### config.mk
export PLATFORM = sky130hd
export DESIGN_NAME = InstructionMemory
export DESIGN_NICKNAME = d
export VERILOG_FILES = /design/src/rtl/InstructionMemory.sv
export VERILOG_INCLUDE_DIRS = /design/src /design/src/include
export SDC_FILE = /design/constraint.sdc
export NUM_CORES = 2
export LEC_CHECK = 0
export ABC_AREA = 0
export BUFFER_PORTS_ARGS = -buffer_cell sky130_fd_sc_hd__buf_2
export CAP_MARGIN = 20
export CORE_ASPECT_RATIO = 0.8
export CORE_MARGIN = 2
export CORE_UTILIZATION = 45
export CTS_CLUSTER_SIZE = 14
export DETAILED_ROUTE_END_ITERATION = 8
export GPL_TIMING_DRIVEN = 0
export MAX_ROUTING_LAYER = met4
export SYNTH_ARGS = -nofsm -noshare
export SYNTH_HDL_FRONTEND = slang
export SYNTH_SLANG_ARGS = --single-unit
### constraint.sdc
create_clock -name clk -period 5.1 [get_ports clk]
set_input_delay 1.02 -clock clk [delete_from_list [all_inputs] [get_ports clk]]
set_output_delay 1.02 -clock clk [all_outputs]
set_load 0.05 [all_outputs]
### src/include/cpu_config.svh
`ifndef CPU_CONFIG_SVH
`define CPU_CONFIG_SVH

// datapath word width
`define CPU_DATA_WIDTH 32

// memory depths in words
`define CPU_IMEM_WORDS 64
`define CPU_DMEM_WORDS 64

// word index widths derived from the depths
`define CPU_IMEM_INDEX_WIDTH $clog2(`CPU_IMEM_WORDS)
`define CPU_DMEM_INDEX_WIDTH $clog2(`CPU_DMEM_WORDS)

// register file index width
`define CPU_REG_INDEX_WIDTH 5

`endif
### src/rtl/InstructionMemory.sv
`default_nettype none

`include "cpu_config.svh"

module InstructionMemory (
    input  wire                                 clk,
    input  logic                                loadEnable,
    input  logic [`CPU_IMEM_INDEX_WIDTH-1:0]    loadAddress,
    input  logic [`CPU_DATA_WIDTH-1:0]          loadData,
    input  logic [`CPU_DATA_WIDTH-1:0]          readAddress,
    output logic [`CPU_DATA_WIDTH-1:0]          data
);

    localparam int IndexWidth = `CPU_IMEM_INDEX_WIDTH;

    logic [`CPU_DATA_WIDTH-1:0] words [`CPU_IMEM_WORDS];

    // program load path only
    always_ff @(posedge clk) begin
        if (loadEnable) begin
            words[loadAddress] <= loadData;
        end
    end

    // byte address to word index
    assign data = words[readAddress[IndexWidth+1:2]];

endmodule

`default_nettype wire

==> Word-level counts from Yosys, hierarchy flattened <==
Memory sizes are Yosys's and may differ from the RTL's.
Cells that the tools add are included.
{ "totals": {"reg_bits": 0, "mem_bits_rw": 2048, "in_bits": 72, "elab_cells": 3, "mem_count": 1} }
{ "op_classes": {"mux": 2} }
{ "mem_list": {"columns": ["memory", "depth", "word_bits", "read_ports", "rd_ports_with_merged_regs", "wr", "line_no", "source"], "rows": [
  ["words", 64, 32, 1, 0, 1, "InstructionMemory.sv:16", "logic [`CPU_DATA_WIDTH-1:0] words [`CPU_IMEM_WORDS];"]
]} }
{ "ops": {"columns": ["cell", "count"], "rows": [
  ["$mux 1", 2]
]} }

==> Depth between registers and ports, before layout <==
{ "depth": {"word_depth": 2, "mapped_depth": 10, "depth_no_buf": 5} }

==> Least setup slack after synthesis <==
No wires, ideal clock.
{ "synth_timing": {"path_type": "input port to output port", "from": "in readAddress[2]", "to": "out data[17]", "arrival_ps": 3379, "path_slack_ps": 701, "path_stages": 10, "path_cell_list": "buf_4 buf_6 buf_4 buf_4 buf_4 mux2i_1 a22oi_1 a41o_1 o32ai_1 nor3_1"} }
{ "synth_between": {"elab_chain_len": 1} }
{ "synth_lines": {"columns": ["item", "line_no", "source"], "rows": [
  ["from (decl)", "InstructionMemory.sv:10", "input logic [`CPU_DATA_WIDTH-1:0] readAddress,"],
  ["$mem_v2 64x32", null, null],
  ["to (decl)", "InstructionMemory.sv:11", "output logic [`CPU_DATA_WIDTH-1:0] data"]
]} }
No other way between the ends.

==> Worst setup path in the final report <==
{ "layout_timing": {"from": "in readAddress[4]", "to": "out data[29]"} }
The elaborated chain is that of the path after synthesis.

==> impl_metrics.csv <==
group,metric,value,unit
floorplan,die_h,376,um
clock_network,cts.sinks,2048,
floorplan,design.core.area,172000,sq um
place,gp_congestion,0.942,
place,io_buffers,69,
worst_setup_path,startpoint_type,"input port",
yosys,synth_edf_count,2048,
sta,relSlewSlack,21.8,%
yosys,synth_ff_type,"edfxtp_1",
place,dp_cells,5760,
route,num_vias,39500,
yosys,synth_top_area_share,79.0,%
cells_and_area,nets,3757,
place,postPlaceCellArea,83900,sq um
sta,period_needed,5210,ps
worst_setup_path,path_cells,"clkbuf_1 > buf_2 > clkdlybuf4s18_2 > mux4_2 > o22ai_1 > nor2_1 > a21oi_2 > nor2_1 > buf_2",
worst_setup_path,cp_top_family,"buffers and inverters",
worst_setup_path,cp_max_fo,10,
yosys,synth_top_family_by_area,"multiplexers",
floorplan,io_pins,104,
yosys,syn_nets,3364,
outcome,status,"finished with violations",
clock_network,cts_made_buffers,196,
worst_setup_path,cp_slowest_cell,"clkdlybuf4s18_2",
clock_network,cts_max_level,4,
route,drtAntennaViolNets,0,
clock_network,cts_tree,"done",
power,leakagePower,28.2,nW
yosys,synthMuxAreaShare,16.9,%
floorplan,rows,136,
cells_and_area,area_delta_synth_final,16.5,%
route,wl_per_cell,38.9,um
floorplan,dieArea,176000,sq um
yosys,synth_compound_area_share,1.69,%
outcome,violations,"setup timing",
route,drt-total-wl,238000,um
worst_setup_path,worstSetupPathType,"input port to output port",
yosys,ys_types,33,
yosys,synth_area_leaders,"edfxtp_1 (79%), mux4_2 (16%), mux2i_1 (1.2%), o22ai_1 (0.67%), nor2_1 (0.66%)",
sta,rsz0062_at_grt,"false",
yosys,async_reset_ff_share,0,%
cells_and_area,drive_above_1_share,33.3,%
route,drc,0,
clock_network,clk_path_buf_depth,3,
cells_and_area,fillCellCount,13000,
sta,slew_violations,0,
sta,worst_slew_pin_slew,1170,ps
clock_network,cts_root_buf,"clkbuf_16",
yosys,synth_xor_area_share,0,%
worst_setup_path,crit_buf_inv,4,
cells_and_area,largest-register,"words",
flow_run,drv_cap,0,
yosys,synth-seq-cells,2048,
yosys,synth-simple-area-share,1.28,%
grt,grt_pass1_wl,321000,um
yosys,syn_area,77900,sq um
route,vias_per_cell,6.46,
cells_and_area,largest_registers,"words (2048)",
sta,max_freq,192,MHz
yosys,yosysSeqAreaShare,79.0,%
yosys,yosysTopAreaCell,"edfxtp_1",
route,firstDrtPassIters,6,
grt,antenna_found_initial,15,
yosys,yosys_warnings,0,
sta,final-setup-viol-count,5,
yosys,synthAdderAreaFrac,0,%
power,power_density,389,nW/um^2
worst_setup_path,cp_slowest_stage_delay,670,ps
sta,hold_viol,0,
grt,globalRouteOverflowTotal,0,
floorplan,initial_core_util,45.3,%
sta,setup_ws,-111,ps
route,drt_iter0_markers,6932,
power,peakVddDrop,0.000340,V
power,finalPower,0.0353,W
yosys,syn_inst,3292,
floorplan,die_x,469,um
worst_setup_path,cp.arrival,4190,ps
clock_network,clk_pin_slew,60,ps
grt,grt_pass1_vias,37400,
place,dp.final_hpwl,158000,um
cells_and_area,largest_reg_flops,2048,
yosys,post_synth.cell_area_avg,23.7,sq um
grt,grt_usage,28.0,%
cells_and_area,final_cells,6122,
sta,finalCritPeriodShare,102,%
worst_hold_path,hold_path.class,"input port to flip-flop",
worst_setup_path,worstPathRequired,4080,ps
worst_setup_path,end_kind,"output port",
grt,grt_max_degree,65,
cells_and_area,final_area,90800,sq um
[area by class of cell]
type	instances	area (sq um)	area share (%)
diodes	14	35.0	0.0386
plain buffers	175	1020	1.12
clock buffers	237	5080	5.60
clock inverters	107	1100	1.21
multi-input cells	1062	16200	17.9
flip-flops and latches	2048	61500	67.8
well taps	2277	2850	3.14
repair buffers	202	2920	3.22
[cell usage after synthesis (7+ instances only)]
| cell | n |
|---|---|
| a21oi_1 | 62 |
| a22oi_1 | 12 |
| a311oi_1 | 8 |
| buf_1 | 21 |
| buf_2 | 57 |
| buf_4 | 25 |
| clkbuf_1 | 74 |
| edfxtp_1 | 2048 |
| mux2i_1 | 93 |
| mux4_2 | 544 |
| nand2_1 | 26 |
| nand2b_1 | 8 |
| nor2_1 | 137 |
| nor2b_1 | 15 |
| nor3_1 | 7 |
| o221ai_1 | 27 |
| o22ai_1 | 84 |
[stage by stage]
step	setup TNS (ps)	hold WS (ps)	setup WS (ps)	utilization (%)
3_5_place_dp	-25010	1480	-1360	48.8
3_3_place_gp	-1711580	1760	-2990	47.2
2_1_floorplan	0	1120	701	-
6_report	-315	550	-111	52.8
5_1_grt	0	524	9.51	52.8
4_1_cts	-60.5	584	-37.7	52.6
[routing by layer]
layer | up-vias | part of all wire, % | GRT usage (%)
li1 | 15000 | - | -
met1 | 21500 | 41 | 40.9
met2 | 2585 | 44 | 39.0
met3 | 404 | 11 | 6.81
met4 | 0 | 3.5 | 8.87
met5 | - | 0 | -
[layout by cell type (no fill, tap or decap), types with 5 or more instances in the layout]
cell / synthesis / layout
o221ai_1: 27 / 27
o22ai_2: 0 / 6
clkbuf_16: 0 / 197
a311oi_1: 8 / 8
a21oi_2: 0 / 21
nand2_1: 26 / 24
buf_2: 57 / 114
diode_2: 0 / 14
mux4_2: 544 / 544
a21oi_4: 0 / 6
o22ai_1: 84 / 78
inv_16: 0 / 5
buf_16: 0 / 14
clkinv_2: 0 / 28
nand3_1: 5 / 5
a21oi_1: 62 / 35
clkbuf_1: 74 / 78
clkbuf_4: 0 / 7
mux2i_1: 93 / 92
buf_4: 25 / 45
buf_8: 0 / 21
bufinv_16: 0 / 18
nor2_1: 137 / 51
nor2b_1: 15 / 15
nand3b_1: 5 / 5
edfxtp_1: 2048 / 2048
clkbuf_2: 0 / 26
buf_12: 0 / 89
nor3_1: 7 / 5
clkinv_1: 0 / 42
buf_6: 5 / 13
clkdlybuf4s15_2: 0 / 5
inv_6: 0 / 6
a22oi_1: 12 / 12
nor2_2: 0 / 21
nor2_4: 0 / 65
[path summary, 6_finish.rpt]
kind / from / endpoint / slack, ps / depth (start not counted)
max: readAddress[4] / data[29] / -110 / 9
min: loadData[28] / words[35][28]$_DFFE_PP_ / 550 / 1
[logic make-up (layout without fill, tap and decap cells)]
group,after synthesis,after routing
other cells,0,14
simple gates,223,223
compound gates,202,202
buf+inv,182,721
flops,2048,2048
mux,637,637
[timing repair]
action	CTS	global route
hold buffers	0	0
endpoints found under the setup margin	29	21
buffers inserted	3	0
gates cloned	0	0
gates resized for setup	141	40
pin swaps	1	0
[where the power goes]
group | total (W) | internal, W | switching [W]
registers | 0.0187 | 0.0186 | 0.0000248
clock network | 0.0143 | 0.00800 | 0.00632
logic | 0.00228 | 0.000732 | 0.00155
total | 0.0353 | 0.0274 | 0.00790
Power figures use the tool's default switching activity.
