--- config.mk ---
export PLATFORM = sky130hd
export DESIGN_NAME = RegFile_flat
export DESIGN_NICKNAME = d
export VERILOG_FILES = /design/src/rtl/CpuIfs.sv /design/src/rtl/RegFile.sv /design/src/flat_wrapper.sv
export VERILOG_INCLUDE_DIRS = /design/src /design/src/include
export SDC_FILE = /design/constraint.sdc
export NUM_CORES = 2
export LEC_CHECK = 0
export BUFFER_PORTS_ARGS = -buffer_cell sky130_fd_sc_hd__buf_2
export CORE_ASPECT_RATIO = 1.1
export CORE_MARGIN = 2
export CORE_UTILIZATION = 35
export CTS_BUF_LIST = sky130_fd_sc_hd__clkbuf_16
export DETAILED_ROUTE_END_ITERATION = 8
export HOLD_SLACK_MARGIN = 0.03
export PLACE_DENSITY = 0.51
export SLEW_MARGIN = 20
export SYNTH_ARGS = -nofsm -noshare
export SYNTH_HDL_FRONTEND = slang
export SYNTH_SLANG_ARGS = --single-unit
--- constraint.sdc ---
create_clock -name clk -period 6.6 [get_ports clk]
set_input_delay 0.66 -clock clk [delete_from_list [all_inputs] [get_ports clk]]
set_output_delay 0.66 -clock clk [all_outputs]
set_load 0.05 [all_outputs]
--- src/include/cpu_config.svh ---
`ifndef CPU_CONFIG_SVH
`define CPU_CONFIG_SVH

// datapath word width
`define CPU_DATA_WIDTH 32

// memory depths in words
`define CPU_IMEM_WORDS 64
`define CPU_DMEM_WORDS 64

// word index widths derived from the depths
`define CPU_IMEM_INDEX_WIDTH $clog2(`CPU_IMEM_WORDS)
`define CPU_DMEM_INDEX_WIDTH $clog2(`CPU_DMEM_WORDS)

// register file index width
`define CPU_REG_INDEX_WIDTH 5

`endif
--- src/rtl/CpuIfs.sv ---
`default_nettype none

`include "cpu_config.svh"

// register file access, two reads and one write
interface regPortIf;
    logic [`CPU_REG_INDEX_WIDTH-1:0] readRegister1;
    logic [`CPU_REG_INDEX_WIDTH-1:0] readRegister2;
    logic [`CPU_DATA_WIDTH-1:0]      readData1;
    logic [`CPU_DATA_WIDTH-1:0]      readData2;
    logic [`CPU_REG_INDEX_WIDTH-1:0] writeRegister;
    logic [`CPU_DATA_WIDTH-1:0]      writeData;
    logic                            writeEnable;

    modport cpu (
        output readRegister1, readRegister2, writeRegister, writeData, writeEnable,
        input  readData1, readData2
    );
    modport mem (
        input  readRegister1, readRegister2, writeRegister, writeData, writeEnable,
        output readData1, readData2
    );
endinterface


`default_nettype wire

--- src/rtl/RegFile.sv ---
`default_nettype none

`include "cpu_config.svh"

module RegFile (
    input wire   clk,
    input wire   reset,
    regPortIf.mem port
);

    localparam int NumRegs = 1 << `CPU_REG_INDEX_WIDTH;

    // r0 has no storage
    logic [`CPU_DATA_WIDTH-1:0] regs [1:NumRegs-1];

    // caller guarantees writeRegister is nonzero when writeEnable is high
    always_ff @(posedge clk) begin
        if (reset) begin
            for (int i = 1; i < NumRegs; i++) begin
                regs[i] <= '0;
            end
        end else if (port.writeEnable) begin
            regs[port.writeRegister] <= port.writeData;
        end
    end

    always_comb begin
        if (port.readRegister1 == '0) begin
            port.readData1 = '0;
        end else begin
            port.readData1 = regs[port.readRegister1];
        end
        if (port.readRegister2 == '0) begin
            port.readData2 = '0;
        end else begin
            port.readData2 = regs[port.readRegister2];
        end
    end

endmodule

`default_nettype wire

--- src/flat_wrapper.sv ---
// flat-port wrapper written by rule: the top's interface ports become plain ports
module RegFile_flat 
  (clk, reset, port_readRegister1, port_readRegister2, port_writeRegister, port_writeData, port_writeEnable, port_readData1, port_readData2);
  regPortIf port_i ();
  input wire clk;
  input wire reset;
  input wire logic [$bits(port_i.readRegister1)-1:0] port_readRegister1;
  input wire logic [$bits(port_i.readRegister2)-1:0] port_readRegister2;
  input wire logic [$bits(port_i.writeRegister)-1:0] port_writeRegister;
  input wire logic [$bits(port_i.writeData)-1:0] port_writeData;
  input wire logic [$bits(port_i.writeEnable)-1:0] port_writeEnable;
  output wire logic [$bits(port_i.readData1)-1:0] port_readData1;
  output wire logic [$bits(port_i.readData2)-1:0] port_readData2;
  assign port_i.readRegister1 = port_readRegister1;
  assign port_i.readRegister2 = port_readRegister2;
  assign port_i.writeRegister = port_writeRegister;
  assign port_i.writeData = port_writeData;
  assign port_i.writeEnable = port_writeEnable;
  assign port_readData1 = port_i.readData1;
  assign port_readData2 = port_i.readData2;
  RegFile u_core (.clk(clk), .reset(reset), .port(port_i));
endmodule
======== Yosys cells after proc, flatten, opt, wreduce, memory -nomap -nowiden ========
Memories as Yosys holds them, arrays and structs flattened.
Index checks and enable logic that the tools add are counted.
word-level totals
  bits in registers ....................... 0
  RAM bits ................................ 992
  input bits .............................. 50
  logic and storage cells ................. 14
  memories ................................ 1
operators by class
  muxes and demuxes ....................... 10
  reductions and logical operators ........ 3
memories
  memory       words  bits a word  rd ports  clocked after Yosys merged registers in  wr ports  RTL line       RTL
  u_core.regs  31     32           2         0                                        31        RegFile.sv:14  logic [`CPU_DATA_WIDTH-1:0] regs [1:NumRegs-1];
operators with widths
  operator           number
  $mux W32           3
  $reduce_or A32 Y1  1
  $logic_not A5 Y1   2
  $mux W1            6
  $mux W5            1

======== Longest topological paths before layout ========
  depth after elaboration ................. 5
  mapped depth ............................ 8
  mapped depth without buffers ............ 4

======== Least setup slack after synthesis ========
OpenSTA, ideal clock, no wires.
  kind .................................... in2out
  from .................................... input port port_readRegister1[0]
  to ...................................... output port port_readData1[5]
  arrival ................................. 2.990 ns
  slack ................................... 2.950 ns
  stages .................................. 7
  path buffers ............................ 4
  cells stage by stage .................... buf_2 -> inv_1 -> buf_4 -> buf_2 -> clkbuf_1 -> o2111ai_1 -> a311oi_1
on the way
  cells in the longest elaborated chain, start to end .. 2
  elaborated cells on any way between the ends .. 3
ends and longest elaborated chain
  element                                                     RTL line            RTL
  from (decl)                                                 flat_wrapper.sv:7   input wire logic [$bits(port_i.readRegister1)-1:0] port_readRegister1;
  $mem_v2 Z31 W32 / $logic_not A5 Y1 (equally long branches)  -
  $mux W32 (*)                                                RegFile.sv:28       if (port.readRegister1 == '0) begin
  to (decl)                                                   flat_wrapper.sv:12  output wire logic [$bits(port_i.readData1)-1:0] port_readData1;
Every way passes the cells marked *; elsewhere a longest branch is shown, timed or not.

======== Worst setup path after layout ========
  from .................................... input port port_readRegister2[2]
  to ...................................... output port port_readData2[7]
on the way
  cells in the longest elaborated chain, start to end .. 2
  elaborated cells on any way between the ends .. 3
ends and longest elaborated chain
  element                                                     RTL line            RTL
  from (decl)                                                 flat_wrapper.sv:8   input wire logic [$bits(port_i.readRegister2)-1:0] port_readRegister2;
  $mem_v2 Z31 W32 / $logic_not A5 Y1 (equally long branches)  -
  $mux W32 (*)                                                RegFile.sv:33       if (port.readRegister2 == '0) begin
  to (decl)                                                   flat_wrapper.sv:13  output wire logic [$bits(port_i.readData2)-1:0] port_readData2;
Marked as above.

==> summary.md <==
- slew at the pin closest to its max-slew limit: 1355 ps
- Chip Height: 420.0 um
- initial antenna violation count: 22
- primary flip-flop cell chosen by synthesis mapping: edfxtp_1
- # clock sinks: 1024
- total of max-cap violations: 0
- length of the first detailed-routing pass in iterations: 5
- leak pwr: 21.35 nW
- DR vias/cell: 5.815
- wire length after detailed routing: 195000 um
- total negative slack for setup checks: 0 ps
- post-layout total power: 16.06 mW
- final hold violation count: 0
- final setup violating endpoints: 0
- net switching power of the design: 4.302 mW
- post-synthesis net count: 3838
- post-CTS sizing: 0
- number of nets with antenna violations after routing: 0
- Synth Area per Inst: 14.54 um2
- global-route wire length before repair: 271400 um
- class of the worst hold path: in2reg
- Peak VDD IR: 0.0002159 V
- number of max-slew violations in the final report: 0
- relative contribution of the clock network to total power: 39.2%
- clock tree from TritonCTS: done
- cts hold-fix bufs: 0
- Internal Dissipation: 11.76 mW
- cell taking the most area after synthesis: edfxtp_1
- kind of start point of the critical path: primary input
- wire length per cell: 32.99 um
- normalized max-slew margin: 9.110%
- Largest Register: u_core.regs
- Largest register FFs: 1024
- DRT iter0 DRCs: 3577
- Bufs on Longest Clock Path: 3
- number of synthesized register bits: 1024
- chip width: 382.2 um
- status: finished, final reports clean
- Required @ worst endpoint: 5940 ps
- placer congestion estimate: 0.8502
- top cells by area in the synthesized netlist: edfxtp_1, mux4_2, and2_1
- largest net degree at the start of global routing: 85
- Yosys top cell area share: 55.84%
- layout cell share with drive strength beyond 1: 22.25%
- Total Nets Final: 3775
- via count of the first global-routing pass: 34307
- number of enable-type register cells in the synthesized netlist: 1024
- Root Buffer: clkbuf_16
- std cell rows: 152
- Netlist cell types: 39
- CP endpoint kind: output port
- unrepaired setup endpoints after global routing: no
- top cells by instance count after synthesis: edfxtp_1, and2_1, mux2i_1
- core area: 156100 um2
- global-route congestion overflow total: 0
- setup repair bufs after CTS: 0
- GRT Overall Usage: 23.92%
- post-DP HPWL: 120200 um
- upper clock frequency limit: 201.0 MHz
- worst-path maximum fanout: 84
- Final Worst Setup Slack: 1625 ps
- arrival time of data at the critical path endpoint: 4310 ps
- most frequently used cell type in the post-synthesis netlist: edfxtp_1
- share of the cycle needed by the critical path after routing: 75.37%
- Synth Instances: 3788
- classification of the worst setup path: in2out
- CTS HTree Levels: 3
- Reg power frac: 47.9%
- count of yosys warnings during synthesis: 0
- area added between synthesis and finish: 11.44%
- total CTS buffers: 117
- Net Sw Frac: 26.78%
- clock transition at the registers of the reported paths: 60 ps
- IO Count: 114
- total of buffers placed on input and output ports: 113
- summed instance area of the synthesized netlist: 55070 um2
- via count of the routed design: 34374
- Logic pwr share: 12.9%
- sequential-to-total area share from yosys stat: 55.84%
- Remaining DRCs: 0
- pre-CTS setup slack: 1710 ps
- pwr dens: 261.7 nW/um2
- largest registers: u_core.regs (1024)
- share of flip-flops with an asynchronous set or reset: 0%
- initial core utilization: 35.27%
- die area: 160500 um2
- number of inserted filler cells in the final layout: 14332
- crit path time final: 4975 ps
cell families (layout without fill, tap and decap cells):
logic type      after synthesis  after routing  share of synthesized area (%)
flops                      1024           1024                          55.84
simple gates               1247           1247                          13.61
mux                         736            736                          21.89
buf+inv                     412            448                          3.458
other cells                   0              8                              0
compound gates              369            369                          5.208
placed cells by master, fill, tap and decap left out, types with 5 or more instances in the layout:
cell type / instances
mux2_2: 64
buf_4: 107
bufinv_16: 8
o2111ai_1: 15
a221oi_1: 33
buf_12: 9
clkinvlp_4: 5
nand2_1: 96
a221oi_2: 16
nor2_4: 33
clkbuf_16: 119
mux2i_1: 320
clkinv_2: 23
mux4_2: 298
a211oi_1: 63
mux4_1: 54
and2_1: 992
a311oi_1: 28
clkinv_1: 40
a21oi_1: 32
edfxtp_1: 1024
buf_2: 106
nor2b_1: 32
inv_1: 20
diode_2: 8
o21ai_0: 45
or2_2: 29
a22oi_1: 64
o221ai_1: 64
nand4_1: 32
power groups by stage:
stage / logic, mW / clock network [mW] / registers, mW
2_1_floorplan: 1.32 / 0 / 7.73
3_3_place_gp: 2.06 / 0 / 7.81
3_5_place_dp: 2.06 / 0 / 7.81
4_1_cts: 2.07 / 6.38 / 7.68
5_1_grt: 2.14 / 6.62 / 7.72
6_report: 2.07 / 6.30 / 7.69
path summary, 6_finish.rpt:
check | from | to | slack, ps | cells past startpoint
worst min-delay path | port_writeData[4] | u_core.regs[0][4] | 460 | 1
worst max-delay path | port_readRegister2[2] | port_readData2[7] | 1630 | 7
layer usage:
| metal | wire (um) | global-route usage [%] |
|---|---|---|
| met1 | 81490 | 32.50 |
| met2 | 89940 | 37.83 |
| met3 | 14010 | 3.881 |
| met4 | 9521 | 10.53 |
| met5 | 69 | 0 |
worst max-delay path: stages:
cell and delay (ps):
buf_8 590, buf_4 810, mux2i_1 180, a22oi_1 210, nand4_1 160, a211oi_1 1160, buf_2 440
per-stage QoR:
stage / hold slack [ps] / cell area, um2 / util (%) / std cells
final: 461.9 / 61370 / 39.30 / 5911
after floorplan: 758.9 / 55070 / - / 3788
after CTS: 417.2 / 61310 / 39.27 / 5903
after detailed placement: 1211 / 57660 / 36.93 / 5685
after global placement: 1216 / 57620 / 36.90 / 5683
after global routing: 437.6 / 61350 / 39.29 / 5903
layout make-up:
| cell class | instances | area, um2 | area share [%] |
|---|---|---|---|
| Antenna cell | 8 | 20.02 | 0.03262 |
| Sequential cell | 1024 | 30750 | 50.11 |
| Clock inverter | 99 | 668.1 | 1.089 |
| Tap cell | 2079 | 2601 | 4.239 |
| Multi-Input combinational cell | 2352 | 22750 | 37.06 |
| Inverter | 2 | 8.758 | 0.01427 |
| Clock buffer | 119 | 2978 | 4.852 |
| Timing Repair Buffer | 228 | 1597 | 2.602 |
(Power assumes the default switching activity.)
