$ cat src/include/cpu_config.svh
`ifndef CPU_CONFIG_SVH
`define CPU_CONFIG_SVH

// datapath word width
`define CPU_DATA_WIDTH 32

// memory depths in words
`define CPU_IMEM_WORDS 64
`define CPU_DMEM_WORDS 64

// word index widths derived from the depths
`define CPU_IMEM_INDEX_WIDTH $clog2(`CPU_IMEM_WORDS)
`define CPU_DMEM_INDEX_WIDTH $clog2(`CPU_DMEM_WORDS)

// register file index width
`define CPU_REG_INDEX_WIDTH 5

`endif
$ cat src/rtl/CpuPkg.sv
`default_nettype none

package CpuPkg;

    // primary opcode field, instruction[31:26]
    typedef enum logic [5:0] {
        RTYPE = 6'h00,
        J     = 6'h02,
        BEQ   = 6'h04,
        BNE   = 6'h05,
        ADDI  = 6'h08,
        LW    = 6'h23,
        SW    = 6'h2b
    } opcodeE;

    // r-type function field, instruction[5:0]
    typedef enum logic [5:0] {
        JR  = 6'h08,
        ADD = 6'h20,
        SUB = 6'h22,
        AND = 6'h24,
        OR  = 6'h25,
        SLT = 6'h2a
    } functE;

    typedef enum logic [2:0] {
        ALU_ADD = 3'd0,
        ALU_SUB = 3'd1,
        ALU_AND = 3'd2,
        ALU_OR  = 3'd3,
        ALU_SLT = 3'd4
    } aluOpE;

    // decoded control for one instruction
    typedef struct packed {
        logic  regDst;
        logic  aluSrc;
        logic  memRead;
        logic  memWrite;
        logic  memtoReg;
        logic  regWrite;
        logic  branch;
        logic  branchNe;
        logic  jump;
        logic  jumpRegister;
        aluOpE aluOp;
    } ctrlSignalsT;

endpackage

`default_nettype wire

$ cat src/rtl/NextPcUnit.sv
`default_nettype none

`include "cpu_config.svh"

module NextPcUnit import CpuPkg::*; (
    input  wire                        clk,
    input  wire                        reset,
    input  ctrlSignalsT                ctrl,
    input  logic                       zero,
    input  logic [`CPU_DATA_WIDTH-1:0] immediate,
    input  logic [25:0]                target,
    input  logic [`CPU_DATA_WIDTH-1:0] jumpRegisterAddress,
    output logic [`CPU_DATA_WIDTH-1:0] pcOut
);

    logic [`CPU_DATA_WIDTH-1:0] pcPlusFour;
    logic [`CPU_DATA_WIDTH-1:0] branchTarget;
    logic [`CPU_DATA_WIDTH-1:0] jumpTarget;
    logic [`CPU_DATA_WIDTH-1:0] nextPc;
    logic                       branchTaken;

    assign pcPlusFour   = pcOut + 32'd4;
    assign branchTarget = pcPlusFour + (immediate << 2);
    // region bits come from pc+4
    assign jumpTarget   = {pcPlusFour[31:28], target, 2'b00};
    assign branchTaken  = (ctrl.branch & zero) | (ctrl.branchNe & ~zero);

    always_comb begin
        if (ctrl.jumpRegister) begin
            nextPc = jumpRegisterAddress;
        end else if (ctrl.jump) begin
            nextPc = jumpTarget;
        end else if (branchTaken) begin
            nextPc = branchTarget;
        end else begin
            nextPc = pcPlusFour;
        end
    end

    always_ff @(posedge clk) begin
        if (reset) begin
            pcOut <= '0;
        end else begin
            pcOut <= nextPc;
        end
    end

endmodule

`default_nettype wire

$ cat config.mk
export PLATFORM = sky130hd
export DESIGN_NAME = NextPcUnit
export DESIGN_NICKNAME = d
export VERILOG_FILES = /design/src/rtl/CpuPkg.sv /design/src/rtl/NextPcUnit.sv
export VERILOG_INCLUDE_DIRS = /design/src /design/src/include
export SDC_FILE = /design/constraint.sdc
export NUM_CORES = 1
export LEC_CHECK = 0
export ABC_CLOCK_PERIOD_IN_PS = 3900
export BUFFER_PORTS_ARGS = -buffer_cell sky130_fd_sc_hd__buf_4
export CORE_ASPECT_RATIO = 1.25
export CORE_MARGIN = 2
export CORE_UTILIZATION = 50
export CTS_CLUSTER_SIZE = 14
export DETAILED_ROUTE_END_ITERATION = 7
export PLACE_DENSITY_LB_ADDON = 0.15
export SLEW_MARGIN = 20
export SYNTH_ARGS = -nofsm -noshare
export SYNTH_HDL_FRONTEND = slang
export SYNTH_SLANG_ARGS = --single-unit
$ cat constraint.sdc
create_clock -name clk -period 3.9 [get_ports clk]
set_input_delay 0.975 -clock clk [delete_from_list [all_inputs] [get_ports clk]]
set_output_delay 0.975 -clock clk [all_outputs]
set_load 0.01 [all_outputs]
## Word level (Yosys, flattened, before mapping)

Cells that the tools add are included.

- Multiplexer cells: 3
- Add/subtract/negate cells: 2
- Bitwise logic cells: 4

Operator list:

| operator | count |
|---|---|
| 2-to-1 mux 32 bit | 3 |
| adder 32 x 3 -> 32 bit, second input constant | 1 |
| adder 32 bit | 1 |
| bitwise AND 1 bit | 2 |
| NOT 1 bit | 1 |
| OR 1 bit | 1 |

- Output and inout bits: 32
- Register bits after elaboration: 32
- Bits of input ports: 106

## Longest topological paths before layout

- Word-level depth: 6
- Gate-level depth with buffers: 15
- Mapped depth without buffers: 15

## Worst setup path before layout

No wires, ideal clock.

- Path kind: register to register
- Start point: reg pcOut[2]
- End point: reg pcOut[31]
- Setup slack: 491 ps
- Clock period less this slack: 3409 ps
- Data required time: 3783 ps
- Stages on the path, launching flop included: 16
- Buffers on the path: 1
- Arrival: 3292 ps
- Library setup time: 117 ps
- Cell sequence: dfxtp_1 ha_1 nand3_1 nor3_2 and3_1 xor2_1 ha_1 buf_2 a21oi_1 o21ai_0 o31ai_1 a21oi_1 a21oi_1 xor2_1 or3_1 a32o_1

- Word-level cells in the longest chain between the ends: 5

Ends and longest elaborated chain:

| item | line | text |
|---|---|---|
| start, declared | NextPcUnit.sv:13 | `` output logic [`CPU_DATA_WIDTH-1:0] pcOut `` |
| start signal, assigned | NextPcUnit.sv:44 | `pcOut <= nextPc;` |
| adder 32 x 3 -> 32 bit * | NextPcUnit.sv:22 | `assign pcPlusFour = pcOut + 32'd4;` |
| adder 32 bit | NextPcUnit.sv:23 | `assign branchTarget = pcPlusFour + (immediate << 2);` |
| 2-to-1 mux 32 bit | NextPcUnit.sv:33 | `end else if (branchTaken) begin` |
| 2-to-1 mux 32 bit * | NextPcUnit.sv:31 | `end else if (ctrl.jump) begin` |
| 2-to-1 mux 32 bit * | NextPcUnit.sv:29 | `if (ctrl.jumpRegister) begin` |

Every way passes the cells marked *; elsewhere a longest branch is shown, timed or not.
A chain may end at the register's enable or synchronous reset.

## Worst setup path after layout

- Start point: reg pcOut[9]
- End point: reg pcOut[31]

Same word-level chain as after synthesis.

==> flow_summary.json <==
{
  "status": "finished clean",
  "htree_levels": 2,
  "wl_per_cell_um": 18.94,
  "ys_top_cells_by_area": "dfxtp_1 (17%), ha_1 (12%), a21oi_1 (7.6%), xnor2_1 (6.5%), nor2_1 (5.6%)",
  "dp_hpwl_mm": 11.70,
  "wl_met2_mm": 7.333,
  "cts_root_buffer": "clkbuf_8",
  "worst-setup-path-type": "register to register",
  "syn_nets": 670,
  "async_reset_ff_share_pct": 0,
  "synth_top_cell_by_area": "dfxtp_1",
  "dp.cells": 756,
  "drc": 0,
  "worst_slew_pin_slew_ps": 831.9,
  "drt-pass1-iter-count": 5,
  "final-setup-viol-count": 0,
  "grt_pass1_vias": 4589,
  "synth.cell_area_um2": 3799,
  "p_leak_nw": 2.394,
  "top_regs": "pcOut: 32 flops",
  "areaGrowthSynthToFinish_pct": 35.74,
  "worstSkewPairLatency_ps": 300,
  "setup_ws_ps": 161.3,
  "holdPathEnd": "pcOut[1]$_SDFFE_PP0P_",
  "slew_headroom_pct": 44.34,
  "finalHoldViolations": 0,
  "final_cell_mix": "buf_4 (159), nor2_1 (57), a21oi_1 (56)",
  "clockBufferDepth": 2,
  "finalNonFillerCells": 765,
  "clock_sinks": 32,
  "rows": 35,
  "layout_commonest_cell": "buf_4",
  "r2r-start": "pcOut[9]$_SDFF_PP0_",
  "top_level_ports": 138,
  "largest_reg_flops": 32,
  "rr_worst_depth": 15,
  "cts_tree": "built",
  "multi_input_area_um2": 3065,
  "synth_cells": 526,
  "start_util_pct": 51.63,
  "placed_cell_area_um2": 5026,
  "rrSetupSlack_ps": 160,
  "cellPowerDensity_nw_per_um2": 269.5,
  "drtIter0Drc": 259,
  "hold_path.class": "register to register",
  "ys_seq_area_share_pct": 16.86,
  "max_clock_freq_mhz": 267.5,
  "crit_slowest_cell": "dfxtp_1",
  "worst_clock_skew_ps": 4.829,
  "maxCapViolCount": 0,
  "final_net_count": 816,
  "regMostFlops": "pcOut",
  "synth_warnings": 0,
  "wl_met1_mm": 5.361,
  "ys_ff_latch": 32,
  "yosys.area.top_type_share_pct": 16.86,
  "fin_crit_sh_pct": 95.86,
  "whs_path_depth": 3,
  "gp_congestion": 1.023,
  "critical_path.max_stage_delay_ps": 420,
  "hold_path_startpoint": "pcOut[1]$_SDFFE_PP0P_",
  "fillCellCount": 639,
  "clkTransAtPathRegs_ps": 80,
  "dp_slack_ps": 207.1,
  "fin_setup_tns_ps": 0,
  "synth_cell_types": 58,
  "synth_edf_count": 0,
  "grt_overflow": 0,
  "path_cells": "and4_1 -> nand3_2 -> nor3_2 -> buf_4 -> xnor2_1 -> ha_1 -> a21oi_1 -> o21ai_0 -> o31ai_1 -> a21oi_1 -> buf_4 -> a21oi_1 -> xor2_1 -> or3_1 -> a32o_1",
  "grt_max_degree": 29,
  "ir_drop_mv": 0.2063,
  "ys_dominant_reg_cell": "dfxtp_1",
  "core_um2": 7357,
  "drive_above_1_share_pct": 27.04,
  "regArea_um2": 640.6,
  "rsz0062_at_grt": "no",
  "wl_mm": 14.49,
  "postLayoutCellArea_um2": 5156,
  "grt_use_total_pct": 34.96,
  "vias": 4726,
  "r2r-end": "pcOut[31]$_SDFF_PP0_",
  "grt_antenna_before_repair": 0,
  "drv_slew": 0,
  "fp.dieH_um": 101.5,
  "antenna_left": 0,
  "end_kind": "register",
  "portBuffers": 126,
  "crit_top_cell": "a21oi_1",
  "die_w_um": 81.96,
  "met3_length_um": 955,
  "cts_made_buffers": 5,
  "fin_crit_ps": 3739,
  "crit_required_ps": 4100,
  "die-area_um2": 8315,
  "avgSynthCellArea_um2": 7.222,
  "worstSetupStartpointType": "register",
  "diodes": 0,
  "cp_max_fo": 5,
  "viasPerCell": 6.178,
  "critPathLaunch": "pcOut[9]$_SDFF_PP0_",
  "arrival_ps": 3930,
  "grt_pass1_wl_mm": 22.21,
  "holdWs_ps": 618.8,
  "routed.top_layer": "met4"
}
## cells by family (layout without fill, tap and decap cells)
family / Yosys count / after routing / synth area share [%]
mux: 8 / 8 / 2.141
compound gates: 177 / 177 / 30.17
xor+xnor: 47 / 47 / 10.84
buf+inv: 33 / 180 / 3.326
flops: 32 / 32 / 16.86
simple gates: 191 / 191 / 23.95
fa+ha+maj: 38 / 38 / 12.71
## critical path, delay by kind of cell, from the launching register on
| family | cells | cell delay [ps] |
|---|---|---|
| XOR/XNOR | 2 | 300 |
| AO/OA/AOI/OAI | 6 | 1200 |
| adder cells (fa/ha/maj) | 1 | 350 |
| flip-flops | 1 | 420 |
| buffers and inverters | 2 | 340 |
| AND/OR/NAND/NOR | 4 | 1020 |
## worst max path at each step
stage / slack, ps / to / cells past startpoint
after global routing: 4 / pcOut[31]$_SDFF_PP0_ / 16
after global placement: 230 / pcOut[31]$_SDFF_PP0_ / 16
after detailed placement: 210 / pcOut[31]$_SDFF_PP0_ / 15
after floorplan: 490 / pcOut[31]$_SDFF_PP0_ / 15
final: 160 / pcOut[31]$_SDFF_PP0_ / 15
after CTS: 170 / pcOut[31]$_SDFF_PP0_ / 15
## per-layer routing
layer / vias to the layer above / GRT usage, %
met4: 0 / 19.74
met2: 222 / 63.79
met5: - / 0
met1: 2209 / 37.73
li1: 2240 / -
met3: 55 / 4.902
## synth_stat cells, drive strengths merged, types with 5 or more instances
cell	number
a21oi	58
nor2	57
nand2	55
ha	37
o21ai	37
dfxtp	32
xnor2	28
xor2	19
clkbuf	17
nor3	17
nand3	16
and3	14
a211oi	13
inv	12
nand4	12
a21o	10
o211ai	8
mux2i	7
o21bai	6
and4	5
o22ai	5
## per-stage QoR
step,util (%),power [W]
2_1_floorplan,-,0.0008133
3_3_place_gp,68.32,0.001087
3_5_place_dp,68.32,0.001101
4_1_cts,69.57,0.001372
5_1_grt,70.09,0.001469
6_report,70.09,0.001390
## layout make-up
type,instances,area share [%]
clock buffers,5,1.335
clock inverters,3,0.4611
inverters,13,0.9464
multi-input cells,461,59.45
flip-flops and latches,32,12.42
well taps,92,2.232
repair buffers,159,23.15
## power breakdown
| group | switching, W | total [W] | internal [W] |
|---|---|---|---|
| logic | 0.000398 | 0.000731 | 0.000333 |
| clock network | 0.000147 | 0.000273 | 0.000126 |
| registers | 0.0000307 | 0.000385 | 0.000355 |
## repair_timing
action                     in CTS  in global routing
hold endpoints to repair        0                  0
setup buffers                   0                  1
hold buffers                    0                  0
resized for setup               0                  6
setup endpoints to repair       0                  1
(Power assumes the default switching activity.)
