[src/rtl/CpuPkg.sv]
`default_nettype none

package CpuPkg;

    // primary opcode field, instruction[31:26]
    typedef enum logic [5:0] {
        RTYPE = 6'h00,
        J     = 6'h02,
        BEQ   = 6'h04,
        BNE   = 6'h05,
        ADDI  = 6'h08,
        LW    = 6'h23,
        SW    = 6'h2b
    } opcodeE;

    // r-type function field, instruction[5:0]
    typedef enum logic [5:0] {
        JR  = 6'h08,
        ADD = 6'h20,
        SUB = 6'h22,
        AND = 6'h24,
        OR  = 6'h25,
        SLT = 6'h2a
    } functE;

    typedef enum logic [2:0] {
        ALU_ADD = 3'd0,
        ALU_SUB = 3'd1,
        ALU_AND = 3'd2,
        ALU_OR  = 3'd3,
        ALU_SLT = 3'd4
    } aluOpE;

    // decoded control for one instruction
    typedef struct packed {
        logic  regDst;
        logic  aluSrc;
        logic  memRead;
        logic  memWrite;
        logic  memtoReg;
        logic  regWrite;
        logic  branch;
        logic  branchNe;
        logic  jump;
        logic  jumpRegister;
        aluOpE aluOp;
    } ctrlSignalsT;

endpackage

`default_nettype wire

[src/rtl/MainDecoder.sv]
`default_nettype none

module MainDecoder import CpuPkg::*; (
    input  opcodeE      opcode,
    input  functE       funct,
    output ctrlSignalsT ctrl
);

    always_comb begin
        // everything inactive unless the opcode is recognised
        ctrl = '0;
        ctrl.aluOp = ALU_ADD;
        case (opcode)
            RTYPE: begin
                ctrl.regDst = 1'b1;
                case (funct)
                    ADD: begin
                        ctrl.regWrite = 1'b1;
                        ctrl.aluOp = ALU_ADD;
                    end
                    SUB: begin
                        ctrl.regWrite = 1'b1;
                        ctrl.aluOp = ALU_SUB;
                    end
                    AND: begin
                        ctrl.regWrite = 1'b1;
                        ctrl.aluOp = ALU_AND;
                    end
                    OR: begin
                        ctrl.regWrite = 1'b1;
                        ctrl.aluOp = ALU_OR;
                    end
                    SLT: begin
                        ctrl.regWrite = 1'b1;
                        ctrl.aluOp = ALU_SLT;
                    end
                    JR: ctrl.jumpRegister = 1'b1;
                    // unknown funct falls through as a no-op
                    default: ctrl.regDst = 1'b0;
                endcase
            end
            ADDI: begin
                ctrl.aluSrc = 1'b1;
                ctrl.regWrite = 1'b1;
            end
            LW: begin
                ctrl.aluSrc = 1'b1;
                ctrl.memRead = 1'b1;
                ctrl.memtoReg = 1'b1;
                ctrl.regWrite = 1'b1;
            end
            SW: begin
                ctrl.aluSrc = 1'b1;
                ctrl.memWrite = 1'b1;
            end
            BEQ: begin
                ctrl.branch = 1'b1;
                ctrl.aluOp = ALU_SUB;
            end
            BNE: begin
                ctrl.branchNe = 1'b1;
                ctrl.aluOp = ALU_SUB;
            end
            J: ctrl.jump = 1'b1;
            default: ctrl = '0;
        endcase
    end

endmodule

`default_nettype wire

[config.mk]
export PLATFORM = sky130hd
export DESIGN_NAME = MainDecoder
export DESIGN_NICKNAME = d
export VERILOG_FILES = /design/src/rtl/CpuPkg.sv /design/src/rtl/MainDecoder.sv
export SDC_FILE = /design/constraint.sdc
export NUM_CORES = 1
export LEC_CHECK = 0
export ABC_AREA = 1
export BUFFER_PORTS_ARGS = -buffer_cell sky130_fd_sc_hd__buf_2
export CORE_AREA = 3 3 40 42
export DETAILED_ROUTE_END_ITERATION = 16
export DIE_AREA = 0 0 43 45
export MAX_ROUTING_LAYER = met4
export PLACE_DENSITY = 0.6
export SYNTH_ARGS = -nofsm -noshare
export SYNTH_HDL_FRONTEND = slang
export SYNTH_SLANG_ARGS = --single-unit
export TNS_END_PERCENT = 5
[constraint.sdc]
create_clock -name vclk -period 0.8
set_input_delay 0.04 -clock vclk [all_inputs]
set_output_delay 0.04 -clock vclk [all_outputs]
set_load 0.05 [all_outputs]
; ---- Yosys cells after proc, flatten, opt, wreduce, memory -nomap -nowiden
; Cells that the tools add are included.
[totals]
ff_bits = 0
input_bits = 12
out_inout_bits = 13
wordCells = 32
[classes]
eq_ne = 12
muxes = 14
reduce_logical = 6
[op_table]
columns = operator, count
row1 = 6-bit == test (second input constant), 7
row2 = 6-bit by 3-bit == test with 1-bit output (second input constant), 2
row3 = 6-bit by 4-bit == test with 1-bit output (second input constant), 2
row4 = 3-bit one-hot mux with 4 select lines, 1
row5 = 1-bit 2-to-1 mux, 11
row6 = 6-bit by 2-bit == test with 1-bit output (second input constant), 1
row7 = 6-bit zero test, 1
row8 = 3-bit one-hot mux with 2 select lines, 1
row9 = 6-bit OR reduction, 1
row10 = 5-bit OR reduction, 1
row11 = 2-bit OR reduction, 2
row12 = 3-bit OR reduction, 1
row13 = 1-bit one-hot mux with 2 select lines, 1

; ---- Logic depth before layout (Yosys ltp)
; Gate-level depths: netlist of run 1.
[depth]
ltp_word = 4
ltp_mapped = 8
mapped_depth_nobuf = 8

; ---- Worst setup path after synthesis of run 1
; Ideal clock, no wire load.
[synth_timing]
path_kind = in2out
from = input port opcode[5]
to = output port ctrl[4] (netlist bit)
t_arrival_ns = 1.681
required_time_ns = 0.760
setup_slack_ns = -0.921
stages = 3
path_buffers = 0
path_cell_list = nor2_4 > nand2_1 > nor4_1
[synth_lines]
columns = element, line
row1 = start: declaration, MainDecoder.sv:4  ; input opcodeE opcode,
row2 = end: declaration, MainDecoder.sv:6  ; output ctrlSignalsT ctrl

==> results of run 1 <==
[path summary, 6_finish.rpt]
kind | startpoint | end | slack, ns | cells after the start
worst max-delay path | opcode[5] | ctrl[5] | -0.12 | 6
worst min-delay path | opcode[4] | ctrl[9] | 0.46 | 5
[cells by family after synthesis]
family | count (synthesis) | synth area share (%)
AND/OR/NAND/NOR | 43 | 78.26
buffers and inverters | 14 | 21.74
[cell usage after synthesis]
cell and number:
nor2_4 1, nor3_2 1, nand4_1 2, nor2_2 2
nand3_2 1, buf_4 1, nor4_1 1, nand3_1 6
inv_1 13, nor2_1 13, nor3_1 1, nand2_1 15
[power groups by stage]
stage          Combinational (uW)  Sequential (uW)  Clock (uW)
2_1_floorplan                84.6                0           0
3_3_place_gp                  176                0           0
3_5_place_dp                  179                0           0
4_1_cts                       216                0           0
5_1_grt                       255                0           0
6_report                      236                0           0
[metal layers]
metal,global-route usage [%],vias to the layer above
met5,-,-
met4,0,0
met3,0.3984,0
met2,23.65,15
met1,13.60,214
li1,-,245
[through the flow]
stage	utilization, %	std cells	hold slack, ns
5_1_grt	55.01	108	0.5044
6_report	55.01	108	0.4564
2_1_floorplan	-	57	0.1827
3_5_place_dp	41.29	107	0.5548
3_3_place_gp	41.29	107	0.5538
4_1_cts	50.83	108	0.4962
[repair_timing]
action                     in CTS  in global routing
pin swaps                      12                  4
buffers inserted                1                  0
setup endpoints to repair      13                 13
hold endpoints to repair        0                  0
resized for setup              37                 18
[cell usage in the layout, fill, tap and decap left out, drive strengths merged]
cell   Yosys  layout
nand3      7       7
buf        1      37
nor4       1       1
nor2      16      16
inv       13      13
nand2     15      15
nor3       2       2
nand4      2       2
[area by class of cell]
| class | instances | area (um^2) | share of cell area, % |
|---|---|---|---|
| multi-input cells | 43 | 300.3 | 42.48 |
| repair buffers | 37 | 339.1 | 47.96 |
| inverters | 13 | 48.80 | 6.903 |
| well taps | 15 | 18.77 | 2.655 |
[worst max-delay path: cells and delay by family]
family,cells,cell delay [ns]
AND/OR/NAND/NOR,3,0.45
buffers and inverters,3,0.39
==> impl_results.md, run 1 <==
* First-pass GRT wire length at between 1500 and 2000 um
* Pwr/cell area at 333.3 mW/mm^2
* Congestion Overflow GR at 0
* Max Fanout on Critical Path at 3
* Net switching power at 125.8 uW
* Slew margin rel. at 86.89%
* Total Power at 235.6 uW
* CP Data Required Time at 0.76 ns
* # setup viols final at 10
* Post-route design area at 706.9 um^2
* Ant. Diodes at 0
* Register Area at 0 um^2
* Flip-flop and latch count at 0
* Die ar. at 0.001935 mm^2
* Yosys warns at 0
* Core Box Area at about 0.0013 mm^2
* CP max-delay cell: buf_6
* Worst Path Arrival at between 0.8 and 0.9 ns
* Pre-antenna DRT Iters at 4
* Cell area after synthesis at 259.0 um^2
* WS Path Type: input pin to primary output
* Top Metal Used: met3
* Sw Ratio at 53.41%
* Post-synthesis area per instance at 4.544 um^2
* Final nets at 107
* Crit share post-route at 115.2%
* Crit-path cells: buf_8, nor2_4, buf_6, nand4_1, nor2_2, buf_6
* # IOs at 25
* Max Cap Viol at 0
* DR WL/cell at 9.231 um
* Initial antenna violation count at 0
* Cell Int Power at 109.8 uW
* Hold Buf Count CTS at 0
* Syn Nets at just under 70
* Post-synthesis instance total at 57
* Vias per Instance at 4.389
* Fmax at 1.085 GHz
* Port Buf Inserts at 25
* Area growth, synth to finish at 172.9%
* Routed wl met2 at 600 um
* Gpl congestion at approximately 0.68
* Largest net degree at the start of global routing at 5
* Core Rows at 13
* VDD IR max at 0.1805 mV
* Sequential power share at 0%
* FILL cells at between 100 and 150
* GRT Util Overall at 11.71%
* Die width at about 43 um
* Outcome: finished with violations
* Final Hold Fails at 0
* Crit. End Element: primary output
* Top cells by area, synth: nand2_1, inv_1, nor2_1
* Wire length on met3 at 59 um
* DRC marker count from the first detailed-route iteration at 2
* Number of global-route vias before repair at roughly 460
* Share of cells above drive strength 1 at 67.74%
* Detailed Place HPWL at a little over 800 um
* Final ANT Viol Nets at 0
* Failing checks: setup timing
* Leak at 0.0003788 uW
* Yosys cell types at 12
* Clock buf count at 0
* Crit path launch type: input pin
* Fin crit period at 0.9219 ns
* Clk pwr share at 0%
* Area after DPL at 530.5 um^2
* Sequential fraction of the synthesis area at 0%
* M1 WL at ~340 um
* Initial Util at a little over 20%
* Post-place setup slack at -0.2829 ns
* Post-synth top area share at a little over a fifth
* Fin Setup TNS at -0.7328 ns
* Final WL at 997 um
* Cell mode on critical path: buf_6
* Worst-margin pin slew at 0.1950 ns
* Vias at 474
* DRC at 0
* CP peak stage delay at between 0.15 and 0.2 ns
* Fin. max-slew vios at 0
* Biggest area consumer among synthesized cells: nand2_1
* Combinational share of power at 100.0%
* Chip Height at 45 um
* RSZ-0062 raised after global routing: yes
* HP Class: input pin to primary output
* Final WS setup at -0.1219 ns
Note: power is estimated with default switching activity, not from simulation.
==> inputs of run 2 (changes only) <==
--- a/config.mk
+++ b/config.mk
@@ -5,13 +5,12 @@
 export SDC_FILE = /design/constraint.sdc
 export NUM_CORES = 1
 export LEC_CHECK = 0
-export ABC_AREA = 1
 export BUFFER_PORTS_ARGS = -buffer_cell sky130_fd_sc_hd__buf_2
 export CORE_AREA = 3 3 40 42
 export DETAILED_ROUTE_END_ITERATION = 16
 export DIE_AREA = 0 0 43 45
 export MAX_ROUTING_LAYER = met4
-export PLACE_DENSITY = 0.6
+export PLACE_DENSITY = 0.58
 export SYNTH_ARGS = -nofsm -noshare
 export SYNTH_HDL_FRONTEND = slang
 export SYNTH_SLANG_ARGS = --single-unit
==> impl_results.md, run 2 <==
* Outcome: finished with violations
* Failing checks: setup timing
* Top cells by area, synth: nand2b_1, nor4_1, nand4b_1
* # IOs at 25 (unchanged)
* Die ar. at 0.001935 mm^2 (unchanged)
* Compound-cell area share of the yosys netlist at 16.85% (+17 points)
* Detailed Place HPWL at 786 um (-3.1%)
* # setup viols final at 13 (+3)
* WS Path Type: input pin to primary output
* DR WL/cell at 11.44 um (+24%)
* Cell area after synthesis at 230.2 um^2 (-11%)
* Crit path launch type: input pin
* Worst-margin pin slew at 0.2616 ns (+0.06658 ns)
* Register Area at 0 um^2 (unchanged)
* Top cells by count, synth: nor2_1, nand2_1, nand2b_1, nor4_1
* Max Fanout on Critical Path at 2 (-1)
* Post-synth top area share at 8.152% (-14 points)
* DRC marker count from the first detailed-route iteration at 2 (unchanged)
* Die width at 43 um (unchanged)
* Port Buf Inserts at 25 (unchanged)
* Vias per Instance at 4.833 (+10%)
* Yosys warns at 0 (unchanged)
* Flip-flop and latch count at 0 (unchanged)
* Yosys cell types at 23 (+11)
* Core Box Area at 0.001285 mm^2 (unchanged)
* Initial antenna violation count at 0 (unchanged)
* VDD IR max at 0.1730 mV (-4.1%)
* Simple-gate share of the synthesized area at 73.91% (-4.3 points)
* Leak at 0.0002697 uW (-29%)
* Chip Height at 45 um (unchanged)
* Ant. Diodes at 0 (unchanged)
* Final nets at 83 (-22%)
* Max Cap Viol at 0 (unchanged)
* Post-synthesis area per instance at 6.395 um^2 (+41%)
* Clock buf count at 0 (unchanged)
* Worst Path Arrival at 1.17 ns (+0.29 ns)
* Final Hold Fails at 0 (unchanged)
* Share of cells above drive strength 1 at 76.81% (+9.1 points)
* FILL cells at 132 (+2.3%)
* Hold Buf Count CTS at 0 (unchanged)
* Largest family of logic cells by synthesized area: simple AND/OR/NAND/NOR gates
* Crit. End Element: primary output
* DRC at 0 (unchanged)
* Core Rows at 13 (unchanged)
* Gpl congestion at 0.6624 (-3.0%)
* Slew margin rel. at 82.43% (-4.5 points)
* Final WS setup at -0.4064 ns (-0.2844 ns)
* Final ANT Viol Nets at 0 (unchanged)
* Final Util at 54.43% (-0.58 points)
* Most common cell after layout, fill and taps aside: buf_6
* Fin crit period at 1.206 ns (+0.2844 ns)
* Hold Path Sink: ctrl[6]
* GRT Util Overall at 9.564% (-2.1 points)
* Crit share post-route at 150.8% (+36 points)
* Multi-input combinational cell area at 359.1 um^2 (+20%)
* First-pass GRT wire length at 1455 um (-18%)
* Fin. max-slew vios at 0 (unchanged)
* Vias at 406 (-14%)
* Sequential fraction of the synthesis area at 0% (unchanged)
* Number of global-route vias before repair at 369 (-20%)
* CP Data Required Time at 0.76 ns (about the same)
* Syn Nets at 48 (-30%)
* Fmax at 0.8289 GHz (-24%)
* HP Class: input pin to primary output
* Post-synthesis instance total at 36 (-37%)
* Synth Area in XOR/XNOR at 0% (unchanged)
* Congestion Overflow GR at 0 (unchanged)
* Area growth, synth to finish at 203.8%
* RSZ-0062 raised after global routing: yes
* Biggest area consumer among synthesized cells: nand2b_1
* Synth Area in Adders at 0% (unchanged)
* Most numerous cell in the Yosys netlist: nor2_1
* Largest net degree at the start of global routing at 9 (+4)
* Final WL at 961 um (-3.6%)
* Hold Startpoint: opcode[1]
* Mux share of post-synthesis cell area at 4.348% (+4.3 points)
* Worst Hold Depth at 4 (-1)
* Pwr/cell area at 339.3 mW/mm^2 (+1.8%)
* Pre-antenna DRT Iters at 3 (-1)
* Initial Util at 17.92% (-2.2 points)
* Commonest cells after routing, fill and taps aside: buf_6, buf_4, buf_2
* Fin Setup TNS at -2.869 ns (-2.136 ns)
run 2: worst max-delay path by stage:
stage                          from      end  slack (ns)  cells past startpoint
final                      funct[0]  ctrl[0]       -0.41                      5
after global placement     funct[2]  ctrl[0]       -0.51                      5
after CTS                  funct[0]  ctrl[0]       -0.40                      5
after global routing       funct[1]  ctrl[0]       -0.46                      6
after detailed placement   funct[2]  ctrl[0]       -0.56                      5
after floorplan           opcode[0]  ctrl[1]       -0.41                      3
run 2: timing repair:
item	4_1_cts	5_1_grt
pin swaps	7	2
resized for setup	39	3
setup buffers	0	0
endpoints found under the hold margin	0	0
endpoints found under the setup margin	13	13
run 2: final cells by class:
type / instances / area share (%)
Multi-Input combinational cell: 34 / 51.34
Timing Repair Buffer: 35 / 45.97
Tap cell: 15 / 2.683
run 2: cell families after synthesis:
kind of cell / Yosys count
mux: 1
simple gates: 28
buf+inv: 2
compound gates: 5
run 2: critical path: stages:
cell       delay (ns)
buf_6            0.09
or3b_4           0.39
a2111oi_4        0.30
o21a_2           0.20
buf_8            0.14
run 2: metrics by stage:
| stage | setup WS [ns] | power, uW | area [um^2] | cells | hold WS, ns |
|---|---|---|---|---|---|
| 6_report | -0.4064 | 237.3 | 699.4 | 84 | 0.4749 |
| 5_1_grt | -0.4609 | 253.9 | 699.4 | 84 | 0.4864 |
| 4_1_cts | -0.4002 | 233.8 | 688.2 | 84 | 0.4819 |
| 3_5_place_dp | -0.5561 | 199.7 | 545.5 | 84 | 0.5320 |
| 3_3_place_gp | -0.5110 | 197.3 | 545.5 | 84 | 0.5302 |
| 2_1_floorplan | -0.4125 | 94.33 | 341.6 | 36 | 0.1459 |
run 2: where the power goes:
group	switching, uW	total (uW)	leakage [uW]	internal, uW
Combinational	122	237	0.000270	116
Sequential	0	0	0	0
Clock	0	0	0	0
Total	122	237	0.000270	116
run 2: routing by layer:
layer	vias up	share of wire, %	GRT usage (%)
met3	0	5.2	0
met5	-	0	-
met2	12	58	17.96
li1	205	-	-
met4	0	0	0
met1	189	37	12.38
